==> src/source/gfx_pkg.sv <==
`default_nettype none

package gfx_pkg;

  // ======================================================================
  // 640x480 at 60 Hz mode timing
  // ======================================================================
  localparam int h_active = 640;
  localparam int h_front = 16;
  localparam int h_sync = 96;
  localparam int h_back = 48;
  localparam int h_total = h_active + h_front + h_sync + h_back; // 800

  localparam int v_active = 480;
  localparam int v_front = 10;
  localparam int v_sync = 2;
  localparam int v_back = 33;
  localparam int v_total = v_active + v_front + v_sync + v_back; // 525

  // ======================================================================
  // Framebuffer geometry and widths
  // ======================================================================
  localparam int num_stripes = 2;
  localparam int fb_words = h_active * v_active;
  localparam int sram_addr_width = 20;
  localparam int color_width = 4;
  localparam int pixel_width = 3 * color_width;
  localparam int coord_width = 10;  // Holds h and v counts up to 799
  localparam int index_width = 19;  // Linear pixel index

  // Register map
  localparam logic [7:0] reg_ctrl = 8'h00;
  localparam logic [7:0] reg_color_a = 8'h04;
  localparam logic [7:0] reg_color_b = 8'h08;
  localparam logic [7:0] reg_stripe_log2 = 8'h0C;
  localparam logic [7:0] reg_status = 8'h10;

  typedef struct packed {
    logic [color_width-1:0] red;
    logic [color_width-1:0] green;
    logic [color_width-1:0] blue;
  } pixel_t;

  typedef struct packed {
    logic [7:0]  paddr;
    logic        psel;
    logic        penable;
    logic        pwrite;
    logic [31:0] pwdata;
  } apb_req_t;

  typedef struct packed {
    logic [31:0] prdata;
    logic        pready;
    logic        pslverr;
  } apb_rsp_t;

  typedef struct packed {
    pixel_t     color_a;
    pixel_t     color_b;
    logic [2:0] stripe_log2;
    logic       enable;
  } pattern_cfg_t;

  // One port per external SRAM, strobes active low
  typedef struct packed {
    logic [sram_addr_width-1:0] addr;
    pixel_t                     wdata;
    logic                       we_n;
    logic                       oe_n;
    logic                       ce_n;
  } sram_req_t;

  typedef struct packed {
    logic [color_width-1:0] red;
    logic [color_width-1:0] grn;
    logic [color_width-1:0] blu;
    logic                   hsync;
    logic                   vsync;
  } vga_out_t;

  typedef struct packed {
    logic                   valid;
    logic [index_width-1:0] index;
    pixel_t                 data;
  } fb_write_t;

endpackage

`default_nettype wire

==> src/source/gfx_apb_regs.sv <==
`timescale 1ns/1ns
`default_nettype none

module gfx_apb_regs (
  input  logic                  pixel_clk,
  input  logic                  reset,
  input  gfx_pkg::apb_req_t     apb_req,
  input  logic                  fill_done,
  input  logic                  error_set,
  output gfx_pkg::apb_rsp_t     apb_rsp,
  output gfx_pkg::pattern_cfg_t cfg,
  output logic                  restart,
  output logic                  error_clear
);
  import gfx_pkg::*;

  logic access;
  logic wr_en;
  logic addr_hit;
  logic status_err;

  assign access = apb_req.psel && apb_req.penable;  // Access phase
  assign wr_en = access && apb_req.pwrite;

  // Read mux and address decode
  always_comb begin
    addr_hit = 1'b1;
    apb_rsp.prdata = '0;
    case (apb_req.paddr)
      reg_ctrl:        apb_rsp.prdata = {31'b0, cfg.enable};
      reg_color_a:     apb_rsp.prdata = {{(32 - pixel_width){1'b0}}, cfg.color_a};
      reg_color_b:     apb_rsp.prdata = {{(32 - pixel_width){1'b0}}, cfg.color_b};
      reg_stripe_log2: apb_rsp.prdata = {29'b0, cfg.stripe_log2};
      reg_status:      apb_rsp.prdata = {30'b0, status_err, fill_done};
      default:         addr_hit = 1'b0;
    endcase
  end

  assign apb_rsp.pready = 1'b1;  // No wait states
  assign apb_rsp.pslverr = access && !addr_hit;

  // Any pattern register write starts the fill over
  assign restart = wr_en && addr_hit && (apb_req.paddr != reg_status);

  // Held while disabled so no error builds up before the first enable
  assign error_clear = !cfg.enable ||
                       (wr_en && (apb_req.paddr == reg_status) && apb_req.pwdata[1]);

  always_ff @(posedge pixel_clk) begin
    if (reset) begin
      cfg <= '0;
    end else if (wr_en) begin
      case (apb_req.paddr)
        reg_ctrl:        cfg.enable <= apb_req.pwdata[0];
        reg_color_a:     cfg.color_a <= apb_req.pwdata[pixel_width-1:0];
        reg_color_b:     cfg.color_b <= apb_req.pwdata[pixel_width-1:0];
        reg_stripe_log2: cfg.stripe_log2 <= apb_req.pwdata[2:0];
        default:         ;
      endcase
    end
  end

  // Sticky error, write 1 to clear
  always_ff @(posedge pixel_clk) begin
    if (reset || error_clear) begin
      status_err <= 1'b0;
    end else if (error_set) begin
      status_err <= 1'b1;
    end
  end

endmodule

`default_nettype wire

==> src/source/gfx_pattern_gen.sv <==
`timescale 1ns/1ns
`default_nettype none

module gfx_pattern_gen (
  input  logic                  pixel_clk,
  input  logic                  reset,
  input  gfx_pkg::pattern_cfg_t cfg,
  input  logic                  restart,
  input  logic                  wr_ready,
  output gfx_pkg::fb_write_t    wr,
  output logic                  fill_done
);
  import gfx_pkg::*;

  logic [coord_width-1:0] x;
  logic [coord_width-1:0] y;
  logic [index_width-1:0] index;
  logic [coord_width:0]   diag;
  logic [coord_width:0]   band;
  logic                   last;

  // Diagonal stripes of width 2^stripe_log2
  assign diag = x + y;
  assign band = diag >> cfg.stripe_log2;

  assign wr.valid = cfg.enable && !fill_done;
  assign wr.index = index;
  assign wr.data = band[0] ? cfg.color_b : cfg.color_a;

  assign last = (index == index_width'(fb_words - 1));

  // ======================================================================
  // Framebuffer walker, advances on each accepted write
  // ======================================================================
  always_ff @(posedge pixel_clk) begin
    if (reset || restart) begin
      x <= '0;
      y <= '0;
      index <= '0;
      fill_done <= 1'b0;
    end else if (wr.valid && wr_ready) begin
      index <= index + 1'b1;
      if (last) begin
        fill_done <= 1'b1;
      end
      if (x == coord_width'(h_active - 1)) begin
        x <= '0;
        y <= y + 1'b1;
      end else begin
        x <= x + 1'b1;
      end
    end
  end

endmodule

`default_nettype wire

==> src/source/gfx_sram_stripe.sv <==
`timescale 1ns/1ns
`default_nettype none

module gfx_sram_stripe (
  input  logic                                              pixel_clk,
  input  logic                                              reset,
  input  logic                                              rd_valid,
  input  logic [gfx_pkg::coord_width-1:0]                   rd_x,
  input  logic [gfx_pkg::coord_width-1:0]                   rd_y,
  input  gfx_pkg::fb_write_t                                wr,
  input  gfx_pkg::pixel_t [gfx_pkg::num_stripes-1:0]        sram_rdata,
  output logic                                              wr_ready,
  output gfx_pkg::sram_req_t [gfx_pkg::num_stripes-1:0]     sram,
  output gfx_pkg::pixel_t                                   rd_data
);
  import gfx_pkg::*;

  logic [index_width-1:0]     rd_index;
  logic [sram_addr_width-1:0] rd_addr;
  logic [sram_addr_width-1:0] wr_addr;
  logic                       rd_stripe;
  logic                       wr_stripe;
  logic                       wr_fire;

  assign rd_index = index_width'(rd_y * h_active + rd_x);

  // Even pixels in stripe 0, odd pixels in stripe 1
  assign rd_stripe = rd_index[0];
  assign wr_stripe = wr.index[0];
  assign rd_addr = sram_addr_width'(rd_index[index_width-1:1]);
  assign wr_addr = sram_addr_width'(wr.index[index_width-1:1]);

  // Display has priority, writer gets the idle stripe
  assign wr_ready = !rd_valid || (wr_stripe != rd_stripe);
  assign wr_fire = wr.valid && wr_ready;

  for (genvar s = 0; s < num_stripes; s++) begin : g_stripe
    logic rd_sel;
    logic wr_sel;

    assign rd_sel = rd_valid && (rd_stripe == 1'(s));
    assign wr_sel = wr_fire && (wr_stripe == 1'(s));

    assign sram[s].addr = rd_sel ? rd_addr : wr_addr;
    assign sram[s].wdata = wr.data;
    assign sram[s].oe_n = !rd_sel;
    assign sram[s].we_n = !wr_sel;
    assign sram[s].ce_n = !(rd_sel || wr_sel);
  end

  // Capture the data of the stripe just read
  always_ff @(posedge pixel_clk) begin
    if (reset) begin
      rd_data <= '0;
    end else if (rd_valid) begin
      rd_data <= sram_rdata[rd_stripe];
    end
  end

endmodule

`default_nettype wire

==> src/source/vga_timing.sv <==
`timescale 1ns/1ns
`default_nettype none

module vga_timing (
  input  logic                            pixel_clk,
  input  logic                            reset,
  output logic [gfx_pkg::coord_width-1:0] x,
  output logic [gfx_pkg::coord_width-1:0] y,
  output logic                            active,
  output logic                            hsync,
  output logic                            vsync
);
  import gfx_pkg::*;

  logic [coord_width-1:0] h_count;
  logic [coord_width-1:0] v_count;
  logic                   h_last;
  logic                   v_last;
  logic                   h_in_sync;
  logic                   v_in_sync;

  assign h_last = (h_count == coord_width'(h_total - 1));
  assign v_last = (v_count == coord_width'(v_total - 1));

  assign h_in_sync = (h_count >= coord_width'(h_active + h_front)) &&
                     (h_count < coord_width'(h_active + h_front + h_sync));
  assign v_in_sync = (v_count >= coord_width'(v_active + v_front)) &&
                     (v_count < coord_width'(v_active + v_front + v_sync));

  always_ff @(posedge pixel_clk) begin
    if (reset) begin
      h_count <= '0;
      v_count <= '0;
    end else begin
      h_count <= h_last ? '0 : h_count + 1'b1;
      if (h_last) begin
        v_count <= v_last ? '0 : v_count + 1'b1;
      end
    end
  end

  // Registered outputs, syncs active low
  always_ff @(posedge pixel_clk) begin
    if (reset) begin
      x <= '0;
      y <= '0;
      active <= 1'b0;
      hsync <= 1'b1;
      vsync <= 1'b1;
    end else begin
      x <= h_count;
      y <= v_count;
      active <= (h_count < coord_width'(h_active)) && (v_count < coord_width'(v_active));
      hsync <= !h_in_sync;
      vsync <= !v_in_sync;
    end
  end

endmodule

`default_nettype wire

==> src/source/gfx_display.sv <==
`timescale 1ns/1ns
`default_nettype none

module gfx_display (
  input  logic              pixel_clk,
  input  logic              reset,
  input  logic              active,
  input  logic              hsync,
  input  logic              vsync,
  input  gfx_pkg::pixel_t   rd_data,
  input  logic              fill_done,
  input  logic              error_clear,
  output gfx_pkg::vga_out_t vga,
  output logic              vga_error,
  output logic              error_set
);

  logic active_d;
  logic hsync_d;
  logic vsync_d;

  // Showing a pixel the fill has not written yet
  assign error_set = active && !fill_done && !error_clear;

  // Stage 1 matches the SRAM read register
  always_ff @(posedge pixel_clk) begin
    if (reset) begin
      active_d <= 1'b0;
      hsync_d <= 1'b1;
      vsync_d <= 1'b1;
    end else begin
      active_d <= active;
      hsync_d <= hsync;
      vsync_d <= vsync;
    end
  end

  // Stage 2 output register
  always_ff @(posedge pixel_clk) begin
    if (reset) begin
      vga <= '{red: '0, grn: '0, blu: '0, hsync: 1'b1, vsync: 1'b1};
    end else begin
      vga.red <= active_d ? rd_data.red : '0;  // Blank outside active area
      vga.grn <= active_d ? rd_data.green : '0;
      vga.blu <= active_d ? rd_data.blue : '0;
      vga.hsync <= hsync_d;
      vga.vsync <= vsync_d;
    end
  end

  always_ff @(posedge pixel_clk) begin
    if (reset || error_clear) begin
      vga_error <= 1'b0;
    end else if (error_set) begin
      vga_error <= 1'b1;
    end
  end

endmodule

`default_nettype wire

==> src/source/gfx_demo_top.sv <==
`timescale 1ns/1ns
`default_nettype none

module gfx_demo_top (
  input  logic                                          pixel_clk,
  input  logic                                          reset,
  input  gfx_pkg::apb_req_t                             apb_req,
  input  gfx_pkg::pixel_t [gfx_pkg::num_stripes-1:0]    sram_rdata,
  output gfx_pkg::apb_rsp_t                             apb_rsp,
  output gfx_pkg::vga_out_t                             vga,
  output logic                                          vga_error,
  output gfx_pkg::sram_req_t [gfx_pkg::num_stripes-1:0] sram
);
  import gfx_pkg::*;

  pattern_cfg_t           cfg;
  fb_write_t              wr;
  pixel_t                 rd_data;
  logic                   restart;
  logic                   error_clear;
  logic                   error_set;
  logic                   fill_done;
  logic                   wr_ready;
  logic [coord_width-1:0] x;
  logic [coord_width-1:0] y;
  logic                   active;
  logic                   hsync;
  logic                   vsync;

  // ======================================================================
  // Configuration and fill path
  // ======================================================================
  gfx_apb_regs i_regs (
    .pixel_clk   (pixel_clk),
    .reset       (reset),
    .apb_req     (apb_req),
    .fill_done   (fill_done),
    .error_set   (error_set),
    .apb_rsp     (apb_rsp),
    .cfg         (cfg),
    .restart     (restart),
    .error_clear (error_clear)
  );

  gfx_pattern_gen i_pattern (
    .pixel_clk (pixel_clk),
    .reset     (reset),
    .cfg       (cfg),
    .restart   (restart),
    .wr_ready  (wr_ready),
    .wr        (wr),
    .fill_done (fill_done)
  );

  gfx_sram_stripe i_stripe (
    .pixel_clk  (pixel_clk),
    .reset      (reset),
    .rd_valid   (active),
    .rd_x       (x),
    .rd_y       (y),
    .wr         (wr),
    .sram_rdata (sram_rdata),
    .wr_ready   (wr_ready),
    .sram       (sram),
    .rd_data    (rd_data)
  );

  // ======================================================================
  // Display path
  // ======================================================================
  vga_timing i_timing (
    .pixel_clk (pixel_clk),
    .reset     (reset),
    .x         (x),
    .y         (y),
    .active    (active),
    .hsync     (hsync),
    .vsync     (vsync)
  );

  gfx_display i_display (
    .pixel_clk   (pixel_clk),
    .reset       (reset),
    .active      (active),
    .hsync       (hsync),
    .vsync       (vsync),
    .rd_data     (rd_data),
    .fill_done   (fill_done),
    .error_clear (error_clear),
    .vga         (vga),
    .vga_error   (vga_error),
    .error_set   (error_set)
  );

endmodule

`default_nettype wire

==> config.mk <==
export PLATFORM = sky130hd
export DESIGN_NAME = gfx_demo_top
export DESIGN_NICKNAME = d
export VERILOG_FILES = /design/src/source/gfx_pkg.sv /design/src/source/gfx_apb_regs.sv /design/src/source/gfx_pattern_gen.sv /design/src/source/gfx_sram_stripe.sv /design/src/source/vga_timing.sv /design/src/source/gfx_display.sv /design/src/source/gfx_demo_top.sv
export SDC_FILE = /design/constraint.sdc
export NUM_CORES = 1
export LEC_CHECK = 0
export BUFFER_PORTS_ARGS = -buffer_cell sky130_fd_sc_hd__buf_4
export CORE_ASPECT_RATIO = 0.6
export CORE_MARGIN = 2
export CORE_UTILIZATION = 58
export DETAILED_ROUTE_END_ITERATION = 8
export GPL_ROUTABILITY_DRIVEN = 0
export PLACE_DENSITY = 0.86
export SLEW_MARGIN = 40
export SYNTH_ARGS = -nofsm -noshare
export SYNTH_HDL_FRONTEND = slang
export SYNTH_SLANG_ARGS = --single-unit
==> constraint.sdc <==
create_clock -name pixel_clk -period 7.7 [get_ports pixel_clk]
set_clock_uncertainty 0.05 [all_clocks]
set_input_delay 1.54 -clock pixel_clk [delete_from_list [all_inputs] [get_ports pixel_clk]]
set_output_delay 1.54 -clock pixel_clk [all_outputs]
set_load 0.05 [all_outputs]
==> run metrics, run 1 <==
status=finished clean; mapped cell area=7410 sq um; Layout Utilization=0.724; CP cell instances=ha_1 > fa_1 > a211o_1 > a21oi_1 > mux2i_1 > nor2_1 > a21oi_1 > a211oi_4 > mux2_1 > buf_4; Clk pwr share=0.475; Clock Latency Late Sink=410 ps; max-slew violations=0; Lkg Pwr=3.90 nW; first-pass GRT wire length=29100 microns; post_cts resized=0; share of cells above drive strength 1=0.216; FF+latch count, synth=139; Post-synth EDFFs=0; Core ar.=12300 sq um; cells after synthesis=843; met1 wire length=8360 microns; Peak VDD IR=0.173 mV; Wirelength per Cell=16.0 microns; Hold Buf Count CTS=0; Crit path max-delay family=compound AO/OA/AOI/OAI gates; register area share after synthesis=0.376; met2 wire length=7980 microns; clock sinks=139; min Tclk post-route=5350 ps; Num CTS Buffers=17; Antenna Cells=0; vias in the first global route=5938; Comb pwr share=0.067; Longest Clk Path Bufs=2; total wire length=18000 microns; Layout area overhead=19.9%; switching share of power=0.240; Clock Pin Slew Worst Setup and Hold Paths=60 ps; Crit Path Max Fanout=12; max-cap viol count=0; final layout net count=1056; DRT Pass-1 Iters=5; predominant post-synthesis flop cell=dfxtp_1; die area=13700 sq um; sequential fraction of design power=0.458; crit end category=primary output; Die Ht=91.5 microns; PD cells=181 nW/um^2; HPWL reported at the end of detailed placement=12400 microns; # DRC=0; pin count of the biggest net entering global routing=77; synth top area cells=dfxtp_1 (38%), nor2_1 (5.7%), xor2_1 (5.7%); remaining antenna violation count=0; fin crit share=0.695; unrepaired setup endpoints after global routing=no; post-CTS setup buffers=0; Arrival @ worst endpoint=3760 ps; Worst Path Buf+Inv=1; root buffer cell=clkbuf_16; DR vias=6259; via/cell ratio=5.55; Synth area leader=dfxtp_1; Slew HR=0.436; net load switching power=0.385 mW; Iteration-0 DRC Markers=450; Final Hold Fails=0; Startpoint Class=register; Starting Density=0.604; num rows=31; routed wl met3=1390 microns; Tot GR Track Use=0.265; setup TNS=0 ps; Int Power=1.22 mW; Post-synth ARST share=0; crit-path max cell delay=710 ps; synth warn=0; Remaining Overflow, GRT=0; initial antenna violation count=0; Final setup viols=0; Peak Freq=187 MHz; CP dominant cell by count=a21oi_1; CP max stage cell=a211oi_4; worst-margin pin slew=838 ps; Hold Crit Class=register to register; Max Used Layer=met4; Req. time, crit path=6110 ps; number of port buffers=142; library cells used by synthesis=65; synthesized area per cell=8.79 sq um; IO Pins=188; Synth top area share=0.376; critical path type=register to primary output; # H-tree levels=4; die width=150 microns; CTS tree=done
==> flip-flops by register name (all words and copies together), names as in the netlist <==
register / flops
i_timing.hsync: 1
i_timing.vsync: 1
i_timing.x: 10
i_timing.h_count: 10
i_display.vga_error: 1
i_regs.cfg: 28
i_stripe.rd_data: 12
i_pattern.fill_done: 1
i_timing.active: 1
i_display.active_d: 1
i_pattern.index: 19
i_pattern.y: 8
i_display.vga: 14
i_display.vsync_d: 1
i_display.hsync_d: 1
i_pattern.x: 10
i_timing.y: 10
i_timing.v_count: 10
==> routing by layer <==
layer,GRT usage,vias to the layer above
met2,0.399,237
met4,0.0912,0
li1,-,3042
met1,0.373,2949
met5,0,-
met3,0.0608,31
==> synthesized netlist by cell type, types with 5 or more instances <==
master / number
nor2b_1: 27
xor2_1: 48
o21ai_1: 11
a22o_1: 9
nand4_1: 15
mux2i_1: 33
and2_1: 14
clkbuf_1: 30
nand2_1: 77
or2_2: 5
mux2_2: 11
a21oi_1: 30
dfxtp_1: 139
xnor2_1: 19
nand2b_1: 5
a211oi_1: 14
nor2_1: 113
nand3_1: 22
and3_1: 6
inv_1: 15
buf_4: 37
ha_1: 33
mux2_1: 17
nor3_1: 7
o21ai_0: 26
==> power by group through the flow <==
stage          Sequential, mW  Combinational (mW)  Clock (mW)
2_1_floorplan           0.751              0.0814           0
3_3_place_gp            0.750               0.105           0
3_5_place_dp            0.750               0.106           0
4_1_cts                 0.735               0.106       0.764
5_1_grt                 0.736               0.114       0.799
6_report                0.735               0.107       0.762
==> cell families (layout without fill, tap and decap cells) <==
logic type | after synthesis | in the layout | synth area share
flops | 139 | 139 | 0.376
fa+ha+maj | 36 | 36 | 0.0638
mux | 62 | 62 | 0.0902
simple gates | 329 | 329 | 0.219
compound gates | 114 | 114 | 0.0985
other cells | 2 | 25 | 0.00101
buf+inv | 93 | 190 | 0.0706
xor+xnor | 68 | 68 | 0.0814
==> layout by cell type (no fill, tap or decap), types with 3 or more instances in the layout <==
cell,count
buf_4,144
dfxtp_1,138
nor2_1,113
nand2_1,76
xor2_1,48
mux2i_1,33
ha_1,33
a21oi_1,30
nor2b_1,27
o21ai_0,26
conb_1,25
nand3_1,22
xnor2_1,19
mux2_1,17
clkbuf_16,17
inv_1,15
nand4_1,15
a211oi_1,14
and2_1,14
mux2_2,11
o21ai_1,11
a22o_1,9
nor3_1,7
and3_1,6
nand2b_1,5
or2_2,5
clkinvlp_4,5
nor4_1,4
a21o_1,4
or3_1,4
and4_1,4
clkinv_2,4
or4_1,3
a22oi_1,3
nand3b_1,3
nor3b_1,3
a31oi_1,3
fa_1,3
==> through the flow <==
stage / instance area, sq um / hold slack, ps / setup WS [ps] / power (mW) / std cells
after floorplan: 7490 / 339 / 2460 / 0.833 / 866
after global placement: 8320 / 347 / 2430 / 0.855 / 1097
after detailed placement: 8330 / 348 / 2370 / 0.857 / 1097
after CTS: 8880 / 360 / 2380 / 1.61 / 1128
after global routing: 8880 / 374 / 2210 / 1.65 / 1128
final: 8880 / 359 / 2350 / 1.60 / 1128
==> final cells by class <==
cell class / instances / area, sq um
flip-flops and latches: 139 / 2780
well taps: 165 / 206
clock inverters: 11 / 96.3
fillers: 893 / 3380
clock buffers: 20 / 457
repair buffers: 144 / 1080
inverters: 15 / 56.3
multi-input cells: 634 / 4200
==> worst paths after layout <==
path                                             startpoint                      endpoint  slack, ps  cells past startpoint
worst max-delay path            i_pattern.y[0]$_SDFFE_PP0P_                       sram[6]       2350                     10
worst min register to register    i_timing.hsync$_SDFF_PP1_  i_display.hsync_d$_SDFF_PP1_        360                      1
worst max register to register     i_timing.x[0]$_SDFF_PP0_   i_pattern.y[5]$_SDFFE_PP0P_       5060                      7
worst min-delay path              i_timing.hsync$_SDFF_PP1_  i_display.hsync_d$_SDFF_PP1_        360                      1
(Power assumes the default switching activity.)
==> run 2, diff against run 1 <==
CORE_UTILIZATION = 54   (was 58)
PLACE_DENSITY = 0.81   (was 0.86)
clock period = 5 ns   (was 7.7 ns; I/O delays follow)
==> run 2 against run 1 <==
Against the previous run:
- sequential cell count is the same
- critical path type unchanged
- critical endpoint is now sram[67]
- design area grew 0.69%
- hold slack worse by 5.0 ps
- power rose by 59%
- sequential share of layout area down 0.23 points
- wire length down 5.1%
- largest power group unchanged
- cell count increased by 1.2%
- utilization decreased by 6.4 points
- die area rose by 7.1%
==> run metrics, run 2 (synthesized netlist as in run 1, its figures left out) <==
min Tclk post-route=4450 ps; biggest regs=i_regs.cfg: 28 flops, i_pattern.index: 19 flops, i_display.vga: 14 flops; via/cell ratio=5.32 (-4.0%); Final setup viols=0 (unchanged); share of cells above drive strength 1=0.217 (+0.00117); Lkg Pwr=3.92 nW (+0.68%); first-pass GRT wire length=27500 microns (-5.5%); HPWL reported at the end of detailed placement=12300 microns (-0.31%); Hold Buf Count CTS=0 (unchanged); CTS tree=done; post-CTS setup buffers=0 (unchanged); die width=155 microns (+3.5%); CP max stage cell=fa_1; IO Pins=188 (unchanged); Int Power=1.92 mW (+57%); vias in the first global route=5621 (-5.3%); Clock Latency Late Sink=410 ps (about the same); worst-margin pin slew=818 ps (-19.5 ps); Core ar.=13500 sq um (+10%); Antenna Cells=0 (unchanged); placed inst area=8350 sq um (+0.29%); Num CTS Buffers=17 (unchanged); number of port buffers=142 (unchanged); unrepaired setup endpoints after global routing=no; Tot GR Track Use=0.233 (-0.0321); Clock Pin Slew Worst Setup and Hold Paths=60 ps (about the same); crit end category=primary output; die area=14700 sq um (+7.1%); most frequent cells in the layout=buf_4 (147), dfxtp_1 (139), nor2_1 (113); net load switching power=0.634 mW (+65%); Top reg by flops=i_regs.cfg; critical path type=register to primary output; Peak VDD IR=0.234 mV (+35%); Peak Freq=225 MHz; PD cells=285 nW/um^2 (+58%); root buffer cell=clkbuf_16; final layout net count=1059 (+0.28%); post_cts resized=0 (unchanged); status=finished clean; Die Ht=94.7 microns (+3.5%); CP dominant cell by count=ha_1; Crit Path Max Fanout=3 (-9); Iteration-0 DRC Markers=371 (-18%); num rows=33 (+6.5%); Final Hold Fails=0 (unchanged); Comb pwr share=0.066 (about the same); Arrival @ worst endpoint=3400 ps (-360 ps); Req. time, crit path=3950 ps (-2160 ps); DR vias=6081 (-2.8%); Hold Crit Class=register to register; switching share of power=0.249 (+0.00826); Clk pwr share=0.493 (+0.018); Remaining Overflow, GRT=0 (unchanged); remaining antenna violation count=0 (unchanged); Layout area overhead=20.7%; clock sinks=139 (unchanged); max-slew violations=0 (unchanged); Starting Density=0.547 (-0.0574); max-cap viol count=0 (unchanged); crit-path max cell delay=410 ps (-300 ps); sequential fraction of design power=0.442 (-0.016); commonest non-fill, non-tap cell in the layout=buf_4; CP cell instances=ha_1 > ha_1 > fa_1 > a211oi_1 > nor3b_1 > or4_1 > a31oi_1 > xor2_1 > xnor2_1 > o21ai_1 > buf_4; Wirelength per Cell=15.0 microns (-6.2%); Layout Utilization=0.660 (-0.0643); design area=8940 sq um (+0.69%); Slew HR=0.450 (+0.0131); fin crit share=0.891; DRT Pass-1 Iters=5 (unchanged); # DRC=0 (unchanged); max reg flops=28 (unchanged); # H-tree levels=4 (unchanged); pin count of the biggest net entering global routing=77 (unchanged); initial antenna violation count=0 (unchanged); Startpoint Class=register; setup TNS=0 ps (unchanged); Longest Clk Path Bufs=2 (unchanged); total wire length=17100 microns (-5.1%)
[run 2: changes by cell type in the layout (fill, tap and decap cells not counted), sizes merged]
| cell | change |
|---|---|
| buf | +3 |
| bufinv | +1 |
| clkbuf | -2 |
| clkinv | -2 |
| inv | +4 |
[run 2: worst max-delay path: cells and delay by family, from the launching register on]
family | cells | cell delay [ps]
buf+inv | 1 | 210
fa+ha+maj | 3 | 940
flops | 1 | 340
xor+xnor | 2 | 290
simple gates | 2 | 560
compound gates | 3 | 660
[run 2: cell type report]
class                   count  area, sq um
fillers                  1125         4600
multi-input cells         634         4190
flip-flops and latches    139         2780
repair buffers            147         1100
clock buffers              18          429
well taps                 175          219
clock inverters            14          161
inverters                  15         56.3
[run 2: through the flow]
step	std cells	power [mW]	hold slack (ps)	setup slack (ps)
floorplan	866	1.28	339	650
global placement	1110	1.32	342	798
detailed placement	1110	1.32	346	738
CTS	1142	2.56	360	553
global route	1142	2.62	376	278
finish	1142	2.55	354	547
[run 2: layer usage]
layer | GRT usage | share of wire | vias up
met2 | 0.365 | 0.44 | 203
met3 | 0.0390 | 0.061 | 17
li1 | - | - | 3049
met4 | 0.0543 | 0.0070 | 0
met5 | 0 | 0 | -
met1 | 0.337 | 0.49 | 2812
[run 2: path summary, 6_finish.rpt]
kind,slack [ps],endpoint,cells after the start,startpoint
worst max-delay path,550,sram[67],11,i_timing.y[1]$_SDFF_PP0_
worst min-delay path,350,i_display.vga[0]$_SDFF_PP1_,1,i_display.vsync_d$_SDFF_PP1_
worst max register to register,2500,i_pattern.y[7]$_SDFFE_PP0P_,8,i_timing.x[0]$_SDFF_PP0_
worst min register to register,350,i_display.vga[0]$_SDFF_PP1_,1,i_display.vsync_d$_SDFF_PP1_
[run 2: power groups by stage]
stage	logic [mW]	registers (mW)	clock network (mW)
finish	0.167	1.13	1.26
floorplan	0.125	1.16	0
detailed placement	0.167	1.15	0
global route	0.179	1.13	1.31
global placement	0.165	1.15	0
CTS	0.167	1.13	1.27
==> run 3, diff against run 2 <==
ABC_AREA = 1   (was default)
CORE_UTILIZATION = 55   (was 54)
==> run 3 against run 2 <==
Against the previous run:
- cell count up 29%
- clock power about the same
- via count up 27%
- sequential power about the same
- register-to-register slack worse by 530 ps
- area after synthesis up 7.4%
- first-iteration DRC count up 110%
- utilization up 2.4 points
- global-route usage up 3.1 points
- wire length up 21%
- sequential share of layout area down 1.8 points
- design area up 6.1%
- critical endpoint is now sram[7]
- largest cell class unchanged
==> run metrics, run 3 <==
# DRC=0 (unchanged); Hold Crit Class=register to register; Antenna Cells=0 (unchanged); Num CTS Buffers=17 (unchanged); Longest Clk Path Bufs=2 (unchanged); Arrival @ worst endpoint=3360 ps (-40 ps); status=finished clean; vias in the first global route=6852 (+22%); Hold Buf Count CTS=0 (unchanged); Final setup viols=0 (unchanged); die area=15500 sq um (+5.3%); Final Hold Fails=0 (unchanged); Comb pwr share=0.066 (about the same); cells after synthesis=1158 (+37%); max reg flops=28 (unchanged); biggest regs=i_regs.cfg: 28 flops, i_pattern.index: 19 flops, i_display.vga: 14 flops; FF+latch count, synth=139 (unchanged); FF+latch area=2780 sq um (unchanged); # fillers=1186 (+5.4%); Post-synth top cells=nand2_1 (267), inv_1 (164), dfxtp_1 (139); Clock Latency Late Sink=410 ps (about the same); Pwr Total=2.54 mW (-0.49%); Startpoint Class=register; Post-synth ARST share=0 (unchanged); Req. time, crit path=3950 ps (about the same); Top reg by flops=i_regs.cfg; DRT Pass-1 Iters=5 (unchanged); Core ar.=13900 sq um (+2.4%); initial antenna violation count=0 (unchanged); synthesized area per cell=6.87 sq um (-22%); DR vias=7717 (+27%); # H-tree levels=4 (unchanged); Starting Density=0.574 (+0.0267); number of port buffers=142 (unchanged); Crit Path Max Fanout=13 (+10); predominant post-synthesis flop cell=dfxtp_1; library cells used by synthesis=49 (-25%); clock sinks=139 (unchanged); CTS tree=done; setup TNS=0 ps (unchanged); Lkg Pwr=4.25 nW (+8.4%); num rows=33 (unchanged); Tot GR Track Use=0.263 (+0.0306); mapped cell area=7960 sq um (+7.4%); Slew HR=0.457 (+0.00734); via/cell ratio=5.25 (-1.5%); Post-synth EDFFs=0 (unchanged); commonest non-fill, non-tap cell in the layout=nand2_1; Clock Pin Slew Worst Setup and Hold Paths=60 ps (about the same); Synth top area share=0.350 (-0.0260); max-slew violations=0 (unchanged); critical path type=register to primary output; die width=159 microns (+2.6%); Clk pwr share=0.490 (-0.003); register area share after synthesis=0.350 (-0.0260); first-pass GRT wire length=33700 microns (+22%); min Tclk post-route=4410 ps (-41.9 ps); Synth area leader=dfxtp_1; Hold Worst Slack=357 ps (+2.81 ps); Die Ht=97.2 microns (+2.6%); area of the multi-input gates=4180 sq um (-0.15%); share of cells above drive strength 1=0.158 (-0.0592); Wirelength per Cell=14.1 microns (-6.0%); most frequent cells in the layout=nand2_1 (267), inv_1 (164), buf_4 (143); crit end category=primary output; pin count of the biggest net entering global routing=48 (-38%); CP max stage cell=nand2_1; sequential fraction of design power=0.444 (+0.002); Remaining Overflow, GRT=0 (unchanged); PD cells=268 nW/um^2 (-6.2%); switching share of power=0.247 (-0.00177); net load switching power=0.627 mW (-1.2%); IO Pins=188 (unchanged); Int Power=1.91 mW (-0.25%); max-cap viol count=0 (unchanged); Peak VDD IR=0.262 mV (+12%); CP cell instances=ha_1 > fa_1 > nand3_1 > nand3_1 > nand2_1 > nand3_1 > nand3_1 > nand3_1 > nand2_1 > nand2_1 > nand2_1 > buf_4; HPWL reported at the end of detailed placement=15500 microns (+26%); final layout net count=1372 (+30%); total wire length=20700 microns (+21%); post_cts resized=0 (unchanged); unrepaired setup endpoints after global routing=no; fin crit share=0.882 (-0.00838); synth top area cells=dfxtp_1 (35%), nand2_1 (13%), inv_1 (7.7%); worst-margin pin slew=814 ps (-4.36 ps); Layout area overhead=19.2%; most common cell in the netlist=nand2_1; crit-path max cell delay=560 ps (+150 ps); remaining antenna violation count=0 (unchanged); root buffer cell=clkbuf_16; CP dominant cell by count=nand3_1; Peak Freq=227 MHz (+0.95%); Iteration-0 DRC Markers=780 (+110%); synth warn=0 (unchanged); post-CTS setup buffers=0 (unchanged)
-- run 3: layer usage --
layer	part of all wire	wire [microns]	up-vias	global-route usage
li1	-	-	3894	-
met1	0.47	9680	3462	0.376
met2	0.43	8900	337	0.398
met3	0.093	1920	24	0.0627
met4	0.0095	196	0	0.0713
met5	0	0	-	0
-- run 3: cell type report --
cell class | instances | area share
flip-flops and latches | 139 | 0.293
inverters | 167 | 0.0661
repair buffers | 143 | 0.113
clock inverters | 13 | 0.0153
multi-input cells | 799 | 0.441
well taps | 192 | 0.0253
clock buffers | 18 | 0.0463
-- run 3: through the flow --
stage	utilization	std cells	instance area [sq um]	setup slack, ps
after global placement	0.641	1440	8900	1040
after detailed placement	0.642	1440	8910	1070
after CTS	0.684	1471	9490	623
after floorplan	-	1181	8050	902
final	0.684	1471	9490	589
after global routing	0.684	1471	9490	263
-- run 3: power groups by stage --
stage | Clock [mW] | Sequential (mW) | Combinational, mW
final | 1.25 | 1.13 | 0.168
after global routing | 1.31 | 1.13 | 0.181
after CTS | 1.25 | 1.13 | 0.167
after detailed placement | 0 | 1.15 | 0.166
after global placement | 0 | 1.15 | 0.165
after floorplan | 0 | 1.15 | 0.126
-- run 3: logic make-up (layout without fill, tap and decap cells) --
family | after synthesis | count (layout) | share of synthesized area
simple gates | 536 | 536 | 0.296
xor+xnor | 31 | 31 | 0.0341
compound gates | 171 | 171 | 0.124
flops | 139 | 139 | 0.350
other cells | 2 | 25 | 0.000943
fa+ha+maj | 36 | 36 | 0.0594
buf+inv | 243 | 341 | 0.137
-- run 3: critical path, delay by kind of cell, from the launching register on --
family                   cells  cell delay, ps
AND/OR/NAND/NOR              9            1580
adder cells (fa/ha/maj)      2             770
flip-flops                   1             390
buffers and inverters        1             200
-- run 3: path summary, 6_finish.rpt --
path / start / end / slack (ps) / cells after the start
hold / removal: i_display.hsync_d$_SDFF_PP1_ / i_display.vga[1]$_SDFF_PP1_ / 360 / 1
setup / recovery: i_pattern.x[0]$_SDFFE_PP0P_ / sram[7] / 590 / 12
hold reg to reg: i_display.hsync_d$_SDFF_PP1_ / i_display.vga[1]$_SDFF_PP1_ / 360 / 1
setup reg to reg: i_timing.active$_SDFF_PP0_ / i_pattern.y[0]$_SDFFE_PP0P_ / 1970 / 8
